File: src/verilog/core_pkg.sv
// rv64i core definitions
package core_pkg;

    localparam int xlen       = 64;                 // data and pc width
    localparam int ilen       = 32;                 // instruction width
    localparam int reg_addr_w = 5;
    localparam int reg_count  = 1 << reg_addr_w;

    // major opcodes handled by the decoder
    localparam logic [6:0] op_reg    = 7'b0110011;
    localparam logic [6:0] op_imm    = 7'b0010011;
    localparam logic [6:0] op_lui    = 7'b0110111;
    localparam logic [6:0] op_auipc  = 7'b0010111;
    localparam logic [6:0] op_system = 7'b1110011;

    localparam logic [ilen-1:0] inst_ebreak = 32'h0010_0073;  // only system inst accepted

    typedef enum logic [3:0] {
        alu_add, alu_sub, alu_and, alu_or, alu_xor,
        alu_sll, alu_srl, alu_sra,
        alu_slt, alu_sltu,
        alu_lui                                     // passes source 2
    } alu_op_e;

    typedef struct packed {
        logic [xlen-1:0] pc;
        logic [ilen-1:0] inst;
    } if_id_t;

    typedef struct packed {
        logic [xlen-1:0]       pc;
        logic [xlen-1:0]       imm;
        logic [xlen-1:0]       rs1_data;
        logic [xlen-1:0]       rs2_data;
        logic [reg_addr_w-1:0] rs1;
        logic [reg_addr_w-1:0] rs2;
        logic [reg_addr_w-1:0] rd;
        alu_op_e               alu_op;
        logic                  src1_pc;             // pc as source 1
        logic                  src2_imm;            // immediate as source 2
        logic                  reg_wen;
        logic                  ebreak;
        logic                  illegal;
    } id_ex_t;

    typedef struct packed {
        logic [xlen-1:0]       pc;
        logic [reg_addr_w-1:0] rd;
        logic [xlen-1:0]       result;
        logic                  reg_wen;
        logic                  ebreak;
        logic                  illegal;
    } ex_wb_t;

endpackage

File: src/verilog/if_stage.sv
// fetch stage
`timescale 1ns/100ps
module if_stage (
    input  logic                     clk,
    input  logic                     reset_i,
    input  logic                     halt_req_i,
    output logic [core_pkg::xlen-1:0] pc_o,
    output logic                     fetch_valid_o
);
    import core_pkg::*;

    logic [xlen-1:0] pc_q;
    logic            halted_q;                      // sticky until reset

    always_ff @(posedge clk) begin
        if (reset_i) begin
            pc_q     <= '0;
            halted_q <= 1'b0;
        end else begin
            if (halt_req_i) begin
                halted_q <= 1'b1;
            end
            if (fetch_valid_o) begin
                pc_q <= pc_q + xlen'(4);            // freeze once halting
            end
        end
    end

    assign pc_o          = pc_q;
    assign fetch_valid_o = !halted_q && !halt_req_i;  // next fetch becomes a bubble

endmodule

File: config.mk
export PLATFORM = sky130hd
export DESIGN_NAME = if_stage
export DESIGN_NICKNAME = d
export VERILOG_FILES = /design/src/verilog/core_pkg.sv /design/src/verilog/if_stage.sv
export SDC_FILE = /design/constraint.sdc
export NUM_CORES = 1
export LEC_CHECK = 0
export BUFFER_PORTS_ARGS = -buffer_cell sky130_fd_sc_hd__buf_4
export CAP_MARGIN = 20
export CORE_UTILIZATION = 54
export DETAILED_ROUTE_END_ITERATION = 7
export PLACE_DENSITY = 0.8
export SETUP_SLACK_MARGIN = 0.15
export SKIP_LAST_GASP = 1
export SLEW_MARGIN = 20
export SYNTH_ARGS = -nofsm -noshare
export SYNTH_HDL_FRONTEND = slang
export SYNTH_SLANG_ARGS = --single-unit
File: constraint.sdc
create_clock -name clk -period 2.95 [get_ports clk]
set_input_delay 0.1475 -clock clk [delete_from_list [all_inputs] [get_ports clk]]
set_output_delay 0.1475 -clock clk [all_outputs]
set_load 0.01 [all_outputs]
==> impl_metrics.py <==
metrics = {
    "floorplan": {
        "die_area_sq_mm": 0.005799,
        "io_pins": 68,
        "rows": 26,
        "start_util": 0.5704,
        "core_area_sq_mm": 0.005205,
        "dieWidth_microns": 76.15,
        "die_h_microns": 76.15,
    },
    "yosys": {
        "synthesis.area_sq_mm": 0.002969,
        "syn_inst": 360,
        "ys_ff_latch": 63,
        "synth-compound-area-share": 0.1290,
        "synth_top_family_by_area": "simple AND/OR/NAND/NOR gates",
        "synth_top_cell_area_share": 0.4248,
        "synth.area.top_cells": "dfxtp_1 42%, a21oi_1 5.6%, nand4_1 5.3%, nor2_1 4.8%, xor2_1 4.7%",
        "yosysSeqAreaShare": 0.4248,
        "synth_cell_type_count": 35,
        "muxShareOfSynthArea": 0.003793,
        "synth.avg_cell_area_sq_um": 8.247,
        "synth_xor_area_frac": 0.07965,
        "synthAdderAreaFrac": 0.004214,
        "synth_top_area_cell": "dfxtp_1",
        "yosys.area_share.simple": 0.3127,
        "ys_warn_count": 0,
    },
    "setup_path": {
        "arrival_ns": 2.78,
        "path_buf_inv": 0,
        "crit_slowest_cell": "or4b_4",
        "cp.required_ns": 3.21,
        "endpoint_kind": "flop",
        "path_class": "flop to flop",
        "startpoint_type": "flop",
        "crit_path_max_fanout": 22,
        "crit_family": "simple AND/OR/NAND/NOR gates",
        "max_stage_delay_ns": 0.63,
        "crit_chain": "nand4_1 > or4_4 > or4b_4 > or4_1 > a21oi_1",
    },
    "clock_network": {
        "cts_made_buffers": 9,
        "cts_buffer_depth": 2,
        "clk_pin_slew_worst_paths_ns": 0.07,
        "clock_latency_ns": 0.34,
        "root_buffer": "clkbuf_8",
        "cts.repair.resized": 0,
        "ctsHoldBuffers": 0,
        "h-tree-depth": 3,
        "cts_setup_buffers": 0,
        "clkSinkCount": 63,
        "cts_tree": "done",
    },
    "routing": {
        "post-route-drc-count": 0,
        "routed_wl_microns": 7221,
        "vias": 2979,
        "ant_nets": 0,
        "drt-vias-per-instance": 5.911,
        "firstDrtPassIters": 4,
        "drt-wirelength-per-cell_microns": 14.33,
        "first_iter_violations": 230,
    },
    "power_and_ir_drop": {
        "ir_worst_vdd_v": 0.0003766,
        "finalPower_mw": 1.689,
        "leakage_nw": 1.325,
        "powerDensity_mw_per_mm2": 451.9,
    },
    "final_layout": {
        "fin_nets": 433,
        "n_fill_cell": 428,
        "drive_gt1_frac": 0.2143,
        "layoutNonFillerInstCount": 504,
        "area_growth_pct": 25.87,
        "fin_area_sq_mm": 0.003737,
        "diodes": 0,
    },
    "grt": {
        "grt_pass1_vias": 2741,
        "antenna_found_initial": 0,
        "grt_usage": 0.2634,
        "grt_max_degree": 65,
        "grt_pass1_wl_microns": 12450,
        "grt_overflow_total": 0,
    },
    "sta": {
        "finalSetupViolations": 0,
        "max_slew_margin": 0.5633,
        "hold_violations": 0,
        "period_needed_ns": 2.522,
        "grt_setup_unrepaired": "false",
        "fin_crit_sh": 0.8548,
        "finClkSkew_ns": 0.007770,
        "tightest_slew_ns": 0.6551,
        "max_freq_ghz": 0.3966,
        "report.final.slew_viol_count": 0,
        "final.setup.tns_ns": 0,
    },
    "place": {
        "postPlaceCellArea_sq_mm": 0.003532,
        "dp.final_hpwl_microns": 4864,
        "numPortBuffers": 65,
        "placed_cells": 488,
        "gp_congestion": 0.8347,
    },
    "job": {
        "cap_violations": 0,
    },
    "worst_hold_path": {
        "hp-class": "input port to flop",
    },
    "run_status": {
        "status": "completed",
    },
}
sequential cells by signal (all words and copies together), names as in the netlist:
register / cells
pc_o: 62
halted_q: 1
where the power goes:
| group | internal (mW) | switching, mW |
|---|---|---|
| clock network | 0.474 | 0.320 |
| registers | 0.854 | 0.00398 |
| logic | 0.0111 | 0.0258 |
area by class of cell:
cell class              instances  area (sq um)  area share
well taps                      70         87.58     0.02343
flip-flops and latches         63          1261      0.3375
inverters                      15         56.30     0.01507
clock buffers                  12         135.1     0.03616
clock inverters                 4         70.07     0.01875
repair buffers                 73         548.0      0.1466
multi-input cells             267          1579      0.4225
synthesized netlist by cell type (all sizes together):
library cell / n
dfxtp: 63
nor2: 38
a21oi: 33
nand2: 25
nand4: 25
nand3: 20
or4: 18
o31ai: 16
or3: 16
xor2: 16
o21ai: 15
inv: 14
clkbuf: 12
xnor2: 11
nor3: 8
and4: 5
nor4: 5
and3: 4
buf: 4
and2: 2
a211oi: 1
a31o: 1
a31oi: 1
clkinv: 1
conb: 1
ha: 1
mux2: 1
nor2b: 1
or2: 1
or4b: 1
worst paths after layout:
path	endpoint	slack, ns	cells after the start	start
hold / removal	pc_o[2]	0.30	2	reset_i
setup reg to reg	pc_o[49]	0.43	5	pc_o[6]
setup / recovery	pc_o[49]	0.43	5	pc_o[6]
hold reg to reg	pc_o[63]	0.49	2	pc_o[63]
cells by family (layout without fill, tap and decap cells):
family / after synthesis / after routing
compound gates: 67 / 67
xor+xnor: 27 / 27
fa+ha+maj: 1 / 1
buf+inv: 31 / 104
flops: 63 / 63
mux: 1 / 1
other cells: 1 / 2
simple gates: 169 / 169
layer usage:
metal  track usage  wire length (microns)  part of all wire
met4        0.1327                    160             0.022
met2        0.4627                   3588              0.50
met5             0                      0                 0
met1        0.3107                   3115              0.43
met3       0.04192                    356             0.049
per-stage QoR:
stage               utilization  setup slack, ns  hold WS [ns]
floorplan                     -           0.6404        0.4572
CTS                      0.7180           0.4280        0.3084
detailed placement       0.6786           0.4572        0.4813
finish                   0.7180           0.4283        0.3015
global placement         0.6786           0.5601        0.4745
global route             0.7180           0.2705        0.3363
cells in the final DEF (no fill, tap or decap), types with 2 or more instances in the layout:
cell       count
clkbuf_1       3
nor4_2         2
o31ai_1       16
xor2_1        16
and3_1         4
xnor2_1       11
clkinv_2       2
nand3_1       19
a21oi_1       33
conb_1         2
bufinv_16      2
buf_4         73
or4_1         17
o21ai_0       15
nor3_1         8
nor2_1        38
or3_1         16
dfxtp_1       63
nand4_1       25
nor4_1         3
and4_1         5
inv_1         14
clkbuf_8       9
and2_1         2
nand2_1       25
No activity file was read; power rests on OpenSTA's default activity.
