<file path="src/verilog/core_pkg.sv">
// rv64i core definitions
package core_pkg;

    localparam int xlen       = 64;                 // data and pc width
    localparam int ilen       = 32;                 // instruction width
    localparam int reg_addr_w = 5;
    localparam int reg_count  = 1 << reg_addr_w;

    // major opcodes handled by the decoder
    localparam logic [6:0] op_reg    = 7'b0110011;
    localparam logic [6:0] op_imm    = 7'b0010011;
    localparam logic [6:0] op_lui    = 7'b0110111;
    localparam logic [6:0] op_auipc  = 7'b0010111;
    localparam logic [6:0] op_system = 7'b1110011;

    localparam logic [ilen-1:0] inst_ebreak = 32'h0010_0073;  // only system inst accepted

    typedef enum logic [3:0] {
        alu_add, alu_sub, alu_and, alu_or, alu_xor,
        alu_sll, alu_srl, alu_sra,
        alu_slt, alu_sltu,
        alu_lui                                     // passes source 2
    } alu_op_e;

    typedef struct packed {
        logic [xlen-1:0] pc;
        logic [ilen-1:0] inst;
    } if_id_t;

    typedef struct packed {
        logic [xlen-1:0]       pc;
        logic [xlen-1:0]       imm;
        logic [xlen-1:0]       rs1_data;
        logic [xlen-1:0]       rs2_data;
        logic [reg_addr_w-1:0] rs1;
        logic [reg_addr_w-1:0] rs2;
        logic [reg_addr_w-1:0] rd;
        alu_op_e               alu_op;
        logic                  src1_pc;             // pc as source 1
        logic                  src2_imm;            // immediate as source 2
        logic                  reg_wen;
        logic                  ebreak;
        logic                  illegal;
    } id_ex_t;

    typedef struct packed {
        logic [xlen-1:0]       pc;
        logic [reg_addr_w-1:0] rd;
        logic [xlen-1:0]       result;
        logic                  reg_wen;
        logic                  ebreak;
        logic                  illegal;
    } ex_wb_t;

endpackage

</file>
<file path="src/verilog/reg_file.sv">
// integer register file
`timescale 1ns/100ps
module reg_file (
    input  logic                           clk,
    input  logic                           reset_i,
    input  logic [core_pkg::reg_addr_w-1:0] rs1_addr_i,
    input  logic [core_pkg::reg_addr_w-1:0] rs2_addr_i,
    output logic [core_pkg::xlen-1:0]      rs1_data_o,
    output logic [core_pkg::xlen-1:0]      rs2_data_o,
    input  logic                           wen_i,
    input  logic [core_pkg::reg_addr_w-1:0] waddr_i,
    input  logic [core_pkg::xlen-1:0]      wdata_i
);
    import core_pkg::*;

    logic [xlen-1:0] regs [reg_count];
    logic            wr_live;                       // write that really lands

    assign wr_live = wen_i && (waddr_i != '0);

    always_ff @(posedge clk) begin
        if (reset_i) begin
            for (int i = 0; i < reg_count; i++) begin
                regs[i] <= '0;
            end
        end else if (wr_live) begin
            regs[waddr_i] <= wdata_i;
        end
    end

    // same-cycle write is seen by the reader
    assign rs1_data_o = (wr_live && rs1_addr_i == waddr_i) ? wdata_i : regs[rs1_addr_i];
    assign rs2_data_o = (wr_live && rs2_addr_i == waddr_i) ? wdata_i : regs[rs2_addr_i];

endmodule
</file>
<file path="config.mk">
export PLATFORM = sky130hd
export DESIGN_NAME = reg_file
export DESIGN_NICKNAME = d
export VERILOG_FILES = /design/src/verilog/core_pkg.sv /design/src/verilog/reg_file.sv
export SDC_FILE = /design/constraint.sdc
export NUM_CORES = 2
export LEC_CHECK = 0
export BUFFER_PORTS_ARGS = -buffer_cell sky130_fd_sc_hd__buf_4
export CORE_ASPECT_RATIO = 0.8
export CORE_MARGIN = 2
export CORE_UTILIZATION = 25
export CTS_CLUSTER_DIAMETER = 100
export DETAILED_ROUTE_END_ITERATION = 10
export PLACE_DENSITY_LB_ADDON = 0.25
export REMOVE_ABC_BUFFERS = 1
export SYNTH_ARGS = -nofsm -noshare
export SYNTH_HDL_FRONTEND = slang
export SYNTH_SLANG_ARGS = --single-unit
</file>
<file path="constraint.sdc">
create_clock -name clk -period 3.2 [get_ports clk]
set_clock_uncertainty 0.1 [all_clocks]
set_input_delay 0.48 -clock clk [delete_from_list [all_inputs] [get_ports clk]]
set_output_delay 0.48 -clock clk [all_outputs]
set_load 0.05 [all_outputs]
</file>
==> results.yml <==
run_status:
  status: "finished with violations"
  violations: "negative setup slack"
sta:
  rsz0062_at_grt: "yes"
  slew_headroom_pct: 33.0
  worst_slack_ps: -413
  hold_viol_final: 0
  max_freq_mhz: 277
  finalCriticalPeriod_ps: 3610
  tightest_slew_ps: 1010
  maxSlewViolCount: 0
  fin_crit_sh_pct: 113
  setup_viol: 122
synthesis:
  synth_edf_count: 2048
  seq_area_frac_synth_pct: 56.5
  netlist_instances: 7099
  yosysTopAreaCell: "edfxtp_1"
  synthTopCellsByCount: "edfxtp_1, and2_1, mux4_2"
  synth_area_um2: 109000
  ys_ff_latch: 2048
  synth_most_common_cell: "edfxtp_1"
  postSynthAreaPerCell_um2: 15.3
  netlist-cell-type-count: 52
  synthDominantCellAreaShare_pct: 56.5
  ys_warn_count: 0
  synth_ff_type: "edfxtp_1"
  async_reset_ff_share_pct: 0
  synth.area.top_cells: "edfxtp_1, mux4_2, and2_1"
global_route:
  grt.busiest_layer: "met2"
  use_met1_pct: 30.4
  grt_pass1_wl_um: 651000
  antenna_found_initial: 59
  grt_max_degree: 64
  grt_use_total_pct: 21.3
  gr-total-overflow: 0
  grt_util_met2_pct: 32.5
  grt_pass1_vias: 73780
  grtUsageMet3_pct: 4.66
worst_setup_path:
  crit_type: "reg2out"
  crit_slowest_cell: "mux4_2"
  crit_required_ps: 2620
  start_kind: "flop"
  cp_cell_sequence: "mux4_2 > a22o_1 > a221oi_2 > buf_4 > a211oi_4 > mux2_4 > buf_8"
  worstPathArrival_ps: 3030
  cp_num_cells: 7
  crit_fanout: 2
  worstSetupEndpoint: "rs2_data_o[14]"
  path_delay_family: "multiplexers"
  crit_buf_inv: 2
  startpoint: "regs[19][14]$_SDFFCE_PN0P_"
  crit_path_end_kind: "primary output"
  slowest_delay_ps: 520
floorplan:
  chipWidth_um: 742
  io_pins: 210
  initial_utilization_pct: 25.1
  die_h_um: 594
  row_count: 216
  core-area_um2: 433000
  die_area_um2: 441000
route:
  drc: 0
  drt-vias-per-instance: 5.37
  drt-total-wl_um: 481000
  vias: 73905
  drt-wirelength-per-cell_um: 34.9
  drt_pass1_iterations: 7
  drtIter0Drc: 11102
  drtAntennaViolNets: 0
clock_network:
  h-tree-depth: 4
  cts_made_buffers: 226
  clock_sinks: 2048
  cts_tree: "built"
  cts-root-buf: "clkbuf_16"
  cts.clk_slew.worst_paths_ps: 70
  cts_max_path_buffers: 4
placed_design:
  placedCellCount: 13146
  dp_slack_ps: -1090
  numPortBuffers: 209
  hpwlAfterDp_um: 289000
  routabilityCongestion: 0.832
cells_and_area:
  regMostFlops: "regs"
  largest_register_ffs: 2048
  fillCellCount: 41957
  regArea_um2: 61500
  multi_input_area_um2: 47400
  nNetsFinal: 7851
  largestRegisters: "regs: 2048 flops"
  fin_cells: 13757
  drive_above_1_share_pct: 36.7
  area_growth_pct: 26.4
pwr:
  p_leak_nw: 46.8
  power_mw: 69.0
  p_per_area_nw_per_um2: 501
  ir_drop_mv: 0.490
run:
  maxCapViolCount: 0
hold_path:
  hold_depth: 2
  hold_path.class: "in2reg"
-- where the power goes --
group | total [mW] | internal (mW) | leakage, nW | switching (mW)
Clock | 25.4 | 13.9 | 3.32 | 11.5
Combinational | 11.9 | 5.14 | 24.0 | 6.72
Sequential | 31.8 | 31.0 | 19.5 | 0.776
Total | 69.0 | 50.1 | 46.8 | 18.9
-- routing by layer --
metal  vias up  share of wire (%)  routed length, µm
met5         -             0.0048                 23
li1      28848                  -                  -
met1     39436                 42             200000
met2      4897                 44             213000
met4         4                3.1              14800
met3       720                 11              52700
-- cell type report --
class                   instances  area share (%)
clock buffers                 278            4.25
well taps                    5777            5.25
diodes                         38          0.0691
repair buffers               1160            10.6
inverters                       5          0.0227
flip-flops and latches       2048            44.7
clock inverters               123           0.698
multi-input cells            4328            34.4
-- logic make-up after synthesis --
family | Yosys count | synth area share (%)
flops | 2048 | 56.5
buf+inv | 786 | 3.15
xor+xnor | 10 | 0.0804
other cells | 1 | 0.00344
mux | 1228 | 23.2
simple gates | 2353 | 12.9
compound gates | 673 | 4.16
-- through the flow --
step	cell area (µm²)	util [%]	setup TNS, ps	hold WS [ps]
after global placement	124000	28.7	-60550	905
final	138000	31.8	-16730	52.7
after global routing	138000	31.7	-24000	32.3
after floorplan	106000	-	-1694990	492
after detailed placement	124000	28.7	-57510	921
after CTS	136000	31.4	-23720	1.18
-- cell usage in the layout (no fill, tap or decap), drive strengths merged, types with 26 or more instances in the layout --
master / netlist / layout
a21oi: 116 / 116
a22o: 69 / 69
a22oi: 189 / 189
a31oi: 53 / 53
and2: 1957 / 1957
buf: 271 / 1090
clkbuf: 510 / 285
clkinv: 0 / 104
conb: 1 / 64
diode: 0 / 38
dlygate4sd3: 0 / 60
edfxtp: 2048 / 2048
mux2: 51 / 51
mux2i: 142 / 142
mux4: 1035 / 1035
nand2: 113 / 113
nand3: 55 / 55
nor2: 122 / 122
nor3: 33 / 33
o211ai: 26 / 26
o21ai: 120 / 120
or2: 34 / 34
-- what timing repair did --
item	CTS	global route
endpoints found under the hold margin	1344	0
pin swaps	231	142
setup endpoints to repair	128	128
buffers inserted	90	66
resized for setup	750	229
cloned	23	6
hold buffers	60	0
-- worst min-delay path by stage --
stage,from,to
2_1_floorplan,reset_i,regs[0][0]$_SDFFCE_PN0P_
3_3_place_gp,wdata_i[57],regs[21][57]$_SDFFCE_PN0P_
3_5_place_dp,wdata_i[48],regs[10][48]$_SDFFCE_PN0P_
4_1_cts,wdata_i[26],regs[5][26]$_SDFFCE_PN0P_
5_1_grt,wdata_i[58],regs[19][58]$_SDFFCE_PN0P_
6_report,wdata_i[58],regs[23][58]$_SDFFCE_PN0P_
Power figures use the tool's default switching activity.
