[src/verilog/core_pkg.sv]
// rv64i core definitions
package core_pkg;

    localparam int xlen       = 64;                 // data and pc width
    localparam int ilen       = 32;                 // instruction width
    localparam int reg_addr_w = 5;
    localparam int reg_count  = 1 << reg_addr_w;

    // major opcodes handled by the decoder
    localparam logic [6:0] op_reg    = 7'b0110011;
    localparam logic [6:0] op_imm    = 7'b0010011;
    localparam logic [6:0] op_lui    = 7'b0110111;
    localparam logic [6:0] op_auipc  = 7'b0010111;
    localparam logic [6:0] op_system = 7'b1110011;

    localparam logic [ilen-1:0] inst_ebreak = 32'h0010_0073;  // only system inst accepted

    typedef enum logic [3:0] {
        alu_add, alu_sub, alu_and, alu_or, alu_xor,
        alu_sll, alu_srl, alu_sra,
        alu_slt, alu_sltu,
        alu_lui                                     // passes source 2
    } alu_op_e;

    typedef struct packed {
        logic [xlen-1:0] pc;
        logic [ilen-1:0] inst;
    } if_id_t;

    typedef struct packed {
        logic [xlen-1:0]       pc;
        logic [xlen-1:0]       imm;
        logic [xlen-1:0]       rs1_data;
        logic [xlen-1:0]       rs2_data;
        logic [reg_addr_w-1:0] rs1;
        logic [reg_addr_w-1:0] rs2;
        logic [reg_addr_w-1:0] rd;
        alu_op_e               alu_op;
        logic                  src1_pc;             // pc as source 1
        logic                  src2_imm;            // immediate as source 2
        logic                  reg_wen;
        logic                  ebreak;
        logic                  illegal;
    } id_ex_t;

    typedef struct packed {
        logic [xlen-1:0]       pc;
        logic [reg_addr_w-1:0] rd;
        logic [xlen-1:0]       result;
        logic                  reg_wen;
        logic                  ebreak;
        logic                  illegal;
    } ex_wb_t;

endpackage

[src/verilog/id_stage.sv]
// instruction decoder
`timescale 1ns/100ps
module id_stage (
    input  logic                           valid_i,
    input  core_pkg::if_id_t               data_i,
    output logic [core_pkg::reg_addr_w-1:0] rs1_addr_o,
    output logic [core_pkg::reg_addr_w-1:0] rs2_addr_o,
    input  logic [core_pkg::xlen-1:0]      rs1_data_i,
    input  logic [core_pkg::xlen-1:0]      rs2_data_i,
    output core_pkg::id_ex_t               data_o,
    output logic                           halt_req_o
);
    import core_pkg::*;

    logic [6:0]      opcode;
    logic [2:0]      funct3;
    logic [6:0]      funct7;
    logic [xlen-1:0] imm_i;
    logic [xlen-1:0] imm_u;
    logic            use_u;
    alu_op_e         alu_op;
    logic            src1_pc;
    logic            src2_imm;
    logic            reg_wen;
    logic            ebreak;
    logic            illegal;

    assign opcode     = data_i.inst[6:0];
    assign funct3     = data_i.inst[14:12];
    assign funct7     = data_i.inst[31:25];
    assign rs1_addr_o = data_i.inst[19:15];
    assign rs2_addr_o = data_i.inst[24:20];

    assign imm_i = {{(xlen-12){data_i.inst[31]}}, data_i.inst[31:20]};
    assign imm_u = {{(xlen-32){data_i.inst[31]}}, data_i.inst[31:12], 12'b0};
    assign use_u = (opcode == op_lui) || (opcode == op_auipc);

    always_comb begin
        alu_op   = alu_add;
        src1_pc  = 1'b0;
        src2_imm = 1'b0;
        reg_wen  = 1'b0;
        ebreak   = 1'b0;
        illegal  = 1'b0;
        case (opcode)
            op_reg: begin
                reg_wen = 1'b1;
                case (funct3)
                    3'b000:  alu_op = funct7[5] ? alu_sub : alu_add;
                    3'b001:  alu_op = alu_sll;
                    3'b010:  alu_op = alu_slt;
                    3'b011:  alu_op = alu_sltu;
                    3'b100:  alu_op = alu_xor;
                    3'b101:  alu_op = funct7[5] ? alu_sra : alu_srl;
                    3'b110:  alu_op = alu_or;
                    default: alu_op = alu_and;
                endcase
                // funct7 is zero, or 0100000 for sub and sra
                illegal = ((funct7 & 7'b1011111) != 7'b0) ||
                          (funct7[5] && funct3 != 3'b000 && funct3 != 3'b101);
            end
            op_imm: begin
                reg_wen  = 1'b1;
                src2_imm = 1'b1;
                case (funct3)
                    3'b000:  alu_op = alu_add;
                    3'b001: begin
                        alu_op  = alu_sll;
                        illegal = funct7[6:1] != 6'b0;      // 6-bit shamt
                    end
                    3'b010:  alu_op = alu_slt;
                    3'b011:  alu_op = alu_sltu;
                    3'b100:  alu_op = alu_xor;
                    3'b101: begin
                        alu_op  = data_i.inst[30] ? alu_sra : alu_srl;
                        illegal = (funct7[6:1] & 6'b101111) != 6'b0;
                    end
                    3'b110:  alu_op = alu_or;
                    default: alu_op = alu_and;
                endcase
            end
            op_lui: begin
                alu_op   = alu_lui;
                src2_imm = 1'b1;
                reg_wen  = 1'b1;
            end
            op_auipc: begin
                src1_pc  = 1'b1;
                src2_imm = 1'b1;
                reg_wen  = 1'b1;
            end
            op_system: begin
                ebreak  = data_i.inst == inst_ebreak;
                illegal = data_i.inst != inst_ebreak;      // ecall and csr not handled
            end
            default: illegal = 1'b1;
        endcase
    end

    always_comb begin
        data_o.pc       = data_i.pc;
        data_o.imm      = use_u ? imm_u : imm_i;
        data_o.rs1_data = rs1_data_i;
        data_o.rs2_data = rs2_data_i;
        data_o.rs1      = rs1_addr_o;
        data_o.rs2      = rs2_addr_o;
        data_o.rd       = data_i.inst[11:7];
        data_o.alu_op   = alu_op;
        data_o.src1_pc  = src1_pc;
        data_o.src2_imm = src2_imm;
        data_o.reg_wen  = reg_wen && !illegal;    // halting inst never writes
        data_o.ebreak   = ebreak;
        data_o.illegal  = illegal;
    end

    assign halt_req_o = valid_i && (ebreak || illegal);

endmodule

[config.mk]
export PLATFORM = sky130hd
export DESIGN_NAME = id_stage
export DESIGN_NICKNAME = d
export VERILOG_FILES = /design/src/verilog/core_pkg.sv /design/src/verilog/id_stage.sv
export SDC_FILE = /design/constraint.sdc
export NUM_CORES = 1
export LEC_CHECK = 0
export BUFFER_PORTS_ARGS = -buffer_cell sky130_fd_sc_hd__buf_2
export CAP_MARGIN = 20
export CORE_AREA = 3 3 198 200
export DETAILED_ROUTE_END_ITERATION = 7
export DIE_AREA = 0 0 201 203
export SLEW_MARGIN = 20
export SYNTH_ARGS = -nofsm -noshare
export SYNTH_HDL_FRONTEND = slang
export SYNTH_SLANG_ARGS = --single-unit
[constraint.sdc]
create_clock -name vclk -period 5.6
set_clock_uncertainty 0.1 [all_clocks]
set_input_delay 1.12 -clock vclk [all_inputs]
set_output_delay 1.12 -clock vclk [all_outputs]
set_load 0.01 [all_outputs]
==> metrics, run 1 <==
Pwr Total 0.108 mW; path type of the worst setup path primary input to output pin; Internal 0.0436 mW; Logic pwr share 1.000; layout cells sized above 1 0.682; Die W 201 µm; gate count of the mapped netlist 336; die footprint 40800 µm²; switching share of power 0.598; Synth Net Count 561; Post-CTS Resized 0; Total Nets Final approximately 440; post-route ant nets 0; main combinational cell family by area after synthesis buffers and inverters; Placed Area 1850 µm²; WL/cell 17.3 µm; largest fanout on the critical path 35; type of origin of the critical path primary input; Hold Worst Slack ~2100 ps; Synth top cells by count 255 x buf_4, 19 x a21o_1, 13 x nor2b_1; num ports 516; Warnings, synthesis 0; Critical-path top delay cell or4_4; sw power 0.0648 mW; final instance area 1850 µm²; initial antenna violation count 0; Setup Fix Bufs, Post-CTS 0; post-synthesis adder-cell area fraction 0; DP Worst Slack 1410 ps; worst-margin pin slew 713 ps; fin cells 722; # fillers 4490; mux contribution to synthesized area 0; final setup TNS 0 ps; relative slew slack 0.523; post-synth cell types 30; area delta synth->final -24.7%; Most common cell on crit path buf_2; DRC violations left 0; ant diodes 0; I/O Buffers 132; Initial Utilization 0.0653; Final Hold Viols 0; Congestion Overflow GR 0; CP Capture Type output pin; 1st-pass router iterations 4; Peak Freq 239 MHz; top-area cell type share of the netlist area 0.780; HPWL after DPL 11200 µm; Hold Buf Count CTS 0; top post-synthesis cells by area buf_4 78%, a21o_1 5.8%, nor2b_1 3.3%, nor4_1 1.3%, nand4b_4 0.97%; Initial DRC Count between 60 and 70; largest net degree at the start of global routing 36; sequential power share 0; Layout Utilization 0.0492; XOR/XNOR Fraction of Synth Area 0; post-synth top area cell buf_4; maxcap violations 0; first-pass GRT wire length 14900 µm; simple-gate area share of the yosys netlist 0.116; final setup margin 1420 ps; via count 1544; CP Cell Sequence buf_2 > or4_4 > or3_4 > o2111ai_2 > and3_1 > buf_2; WP data arrival 2960 ps; final worst path period need approximately 4200 ps; CP required 4380 ps; PwrDens 58.6 nW/µm²; CP bufs+invs 2; area of the mapped netlist 2450 µm²; count leader, synth buf_4; period utilization 0.746; vias per cell 2.14; hold crit path type primary input to output pin; RSZ-0062 raised after global routing no; area occupied by multi-input gates 510 µm²; total track usage 0.0541; critical path's top delay family simple AND/OR/NAND/NOR gates; Clk network pwr share 0; die height 203 µm; Detailed Route WL 12500 µm; maximum vdd drop 0.0176 mV; compound-cell area share of the yosys netlist 0.0903; # rows 71; placed insts 722; register area 0 µm²; final setup violation count 0; FFs & Latches 0; clock buffers 0; P_leak 0.821 nW; CP max stage delay 640 ps; max-slew violations 0; status finished clean; RePlAce Congestion 0.832; vias in the first global route 1467; Core Area roughly 38000 µm²; Seq/Total Area, Yosys 0; Post-Syn Area per Cell 7.30 µm²
power groups by stage:
| stage | sequential [mW] | combinational (mW) | clock [mW] |
|---|---|---|---|
| floorplan | 0 | 0.212 | 0 |
| global placement | 0 | 0.110 | 0 |
| detailed placement | 0 | 0.111 | 0 |
| CTS | 0 | 0.111 | 0 |
| global route | 0 | 0.117 | 0 |
| finish | 0 | 0.108 | 0 |
logic make-up after synthesis:
logic type,Yosys count
AO/OA/AOI/OAI,30
buffers and inverters,264
AND/OR/NAND/NOR,42
layout by cell type (no fill, tap or decap), types with 2 or more instances in the layout:
cell type,instances
nand4_1,2
a21o_1,19
buf_2,132
or4_4,2
nor2_1,4
a21oi_1,4
nor4_1,5
nand2_1,4
nor2b_1,13
inv_1,3
buf_4,3
metal layers:
| metal | up-vias | part of all wire | global-route usage | wire (µm) |
|---|---|---|---|---|
| met3 | 64 | 0.26 | 0.0598 | 3250 |
| li1 | 563 | - | - | - |
| met2 | 303 | 0.46 | 0.0907 | 5710 |
| met1 | 614 | 0.23 | 0.0369 | 2870 |
| met4 | 0 | 0.054 | 0.0258 | 674 |
| met5 | - | 0 | 0 | 0 |
path summary, 6_finish.rpt:
| kind | start | to | slack, ps | cells past startpoint |
|---|---|---|---|---|
| max | data_i[31] | data_o[2] | 1420 | 6 |
| min | rs1_data_i[22] | data_o[110] | 2140 | 0 |
area by class of cell:
cell class / count / area share
tap: 511 / 0.346
timing repair buffer: 135 / 0.370
multi-input combinational: 72 / 0.276
inverter: 4 / 0.00812
No activity file was read; power rests on OpenSTA's default activity.
==> run 2: changes to the inputs <==
--- a/config.mk
+++ b/config.mk
@@ -7,9 +7,9 @@
 export LEC_CHECK = 0
 export BUFFER_PORTS_ARGS = -buffer_cell sky130_fd_sc_hd__buf_2
 export CAP_MARGIN = 20
-export CORE_AREA = 3 3 198 200
+export CORE_AREA = 3 3 202 204
 export DETAILED_ROUTE_END_ITERATION = 7
-export DIE_AREA = 0 0 201 203
+export DIE_AREA = 0 0 205 207
 export SLEW_MARGIN = 20
 export SYNTH_ARGS = -nofsm -noshare
 export SYNTH_HDL_FRONTEND = slang
==> constraint.sdc (replaced) <==
create_clock -name vclk -period 3.8
set_clock_uncertainty 0.1 [all_clocks]
set_input_delay 0.76 -clock vclk [all_inputs]
set_output_delay 0.76 -clock vclk [all_outputs]
set_load 0.01 [all_outputs]
==> metrics, run 2 (synthesis gave the netlist of run 1 again) <==
CP required 2940 ps (was 4380 ps); CP Cell Sequence buf_2 > or4_4 > or3_4 > o2111ai_2 > and3_1 > buf_2 (unchanged); period utilization 0.848; Detailed Route WL 12100 µm (was 12500 µm); initial antenna violation count 0 (unchanged); type of origin of the critical path primary input (unchanged); num ports 516 (unchanged); # rows 73 (was 71); switching share of power 0.591 (was 0.598); WL/cell 16.4 µm (was 17.3 µm); Hold Buf Count CTS 0 (unchanged); Initial Utilization 0.0622 (was 0.0653); final setup margin 576 ps (was 1420 ps); Peak Freq 310 MHz; Clk network pwr share 0 (about the same); die height 207 µm (was 203 µm); sw power 0.0962 mW (was 0.0648 mW); status finished clean (unchanged); Congestion Overflow GR 0 (unchanged); final worst path period need between 3000 and 4000 ps; RSZ-0062 raised after global routing no (unchanged); critical path's top delay family simple AND/OR/NAND/NOR gates (unchanged); most frequent cells in the layout 132 x buf_2, 19 x a21o_1, 13 x nor2b_1 (unchanged); via count 1553 (was 1544); PwrDens 85.6 nW/µm² (was 58.6 nW/µm²); first-pass GRT wire length 14400 µm (was 14900 µm); Die W 205 µm (was 201 µm); RePlAce Congestion 0.583 (was 0.832); path type of the worst setup path primary input to output pin (unchanged); hold crit path type primary input to output pin (unchanged); I/O Buffers 132 (unchanged); Core Area 39500 µm² (was 37600 µm²); maxcap violations 0 (unchanged); final setup violation count 0 (unchanged); post-route ant nets 0 (unchanged); total track usage 0.0501 (was 0.0541); FFs & Latches 0 (unchanged); P_leak 0.841 nW (was 0.821 nW); Setup Fix Bufs, Post-CTS 0 (unchanged); 1st-pass router iterations 4 (unchanged); HPWL after DPL 10900 µm (was 11200 µm); clock buffers 0 (unchanged); Initial DRC Count 97 (was 64); DP Worst Slack 521 ps (was 1410 ps); register area 0 µm² (unchanged); sequential power share 0 (about the same); DRC violations left 0 (unchanged); CP max stage delay 530 ps (was 640 ps); max-slew violations 0 (unchanged); CP bufs+invs 2 (unchanged); maximum vdd drop 0.0105 mV (was 0.0176 mV); Hold Worst Slack 1420 ps (was 2140 ps); Total Nets Final 441 (was 438); Critical-path top delay cell or4_4 (unchanged); area delta synth->final -22.5% (was -24.7%); WP data arrival 2360 ps (was 2960 ps); worst-margin pin slew 347 ps (was 713 ps); Logic pwr share 1.000 (about the same); Post-CTS Resized 0 (unchanged); vias in the first global route 1487 (was 1467); final instance area 1900 µm² (was 1850 µm²); relative slew slack 0.765 (was 0.523); Final Hold Viols 0 (unchanged); die footprint 42400 µm² (was 40800 µm²); commonest non-fill, non-tap cell in the layout buf_2 (unchanged); ant diodes 0 (unchanged); largest fanout on the critical path 3 (was 35); final setup TNS 0 ps (unchanged); Placed Area 1900 µm² (was 1850 µm²); CP Capture Type output pin (unchanged); layout cells sized above 1 0.687 (was 0.682); Most common cell on crit path buf_2 (unchanged); Internal 0.0665 mW (was 0.0436 mW); vias per cell 2.10 (was 2.14); largest net degree at the start of global routing 35 (was 36)
## run 2: changes by cell type in the layout (fill, tap and decap cells not counted)
cell    delta
buf_4      +2
buf_12     +1
## run 2: area by class of cell
type                       instances  area (µm²)
fill                            4719       37600
timing repair buffer             138         718
tap                              525         657
multi-input combinational         72         510
inverter                           4        15.0
## run 2: metal layers
layer,vias up,wire length (µm),global-route usage
met3,96,2460,0.0398
met1,631,3200,0.0390
met5,-,65,0.0115
met4,2,818,0.0288
li1,569,-,-
met2,255,5550,0.0854
## run 2: metrics by stage
step | util | instances | power (mW)
floorplan | - | 336 | 0.313
global placement | 0.0482 | 739 | 0.165
detailed placement | 0.0482 | 739 | 0.166
CTS | 0.0482 | 739 | 0.166
global route | 0.0482 | 739 | 0.178
finish | 0.0482 | 739 | 0.163
## run 2: path summary, 6_finish.rpt
kind,from,end,cells after the start
worst max-delay path,data_i[31],data_o[2],6
worst min-delay path,rs1_data_i[22],data_o[110],0
## run 2: power by group through the flow
stage | logic, mW | clock network, mW | registers, mW
2_1_floorplan | 0.313 | 0 | 0
3_3_place_gp | 0.165 | 0 | 0
3_5_place_dp | 0.166 | 0 | 0
4_1_cts | 0.166 | 0 | 0
5_1_grt | 0.178 | 0 | 0
6_report | 0.163 | 0 | 0
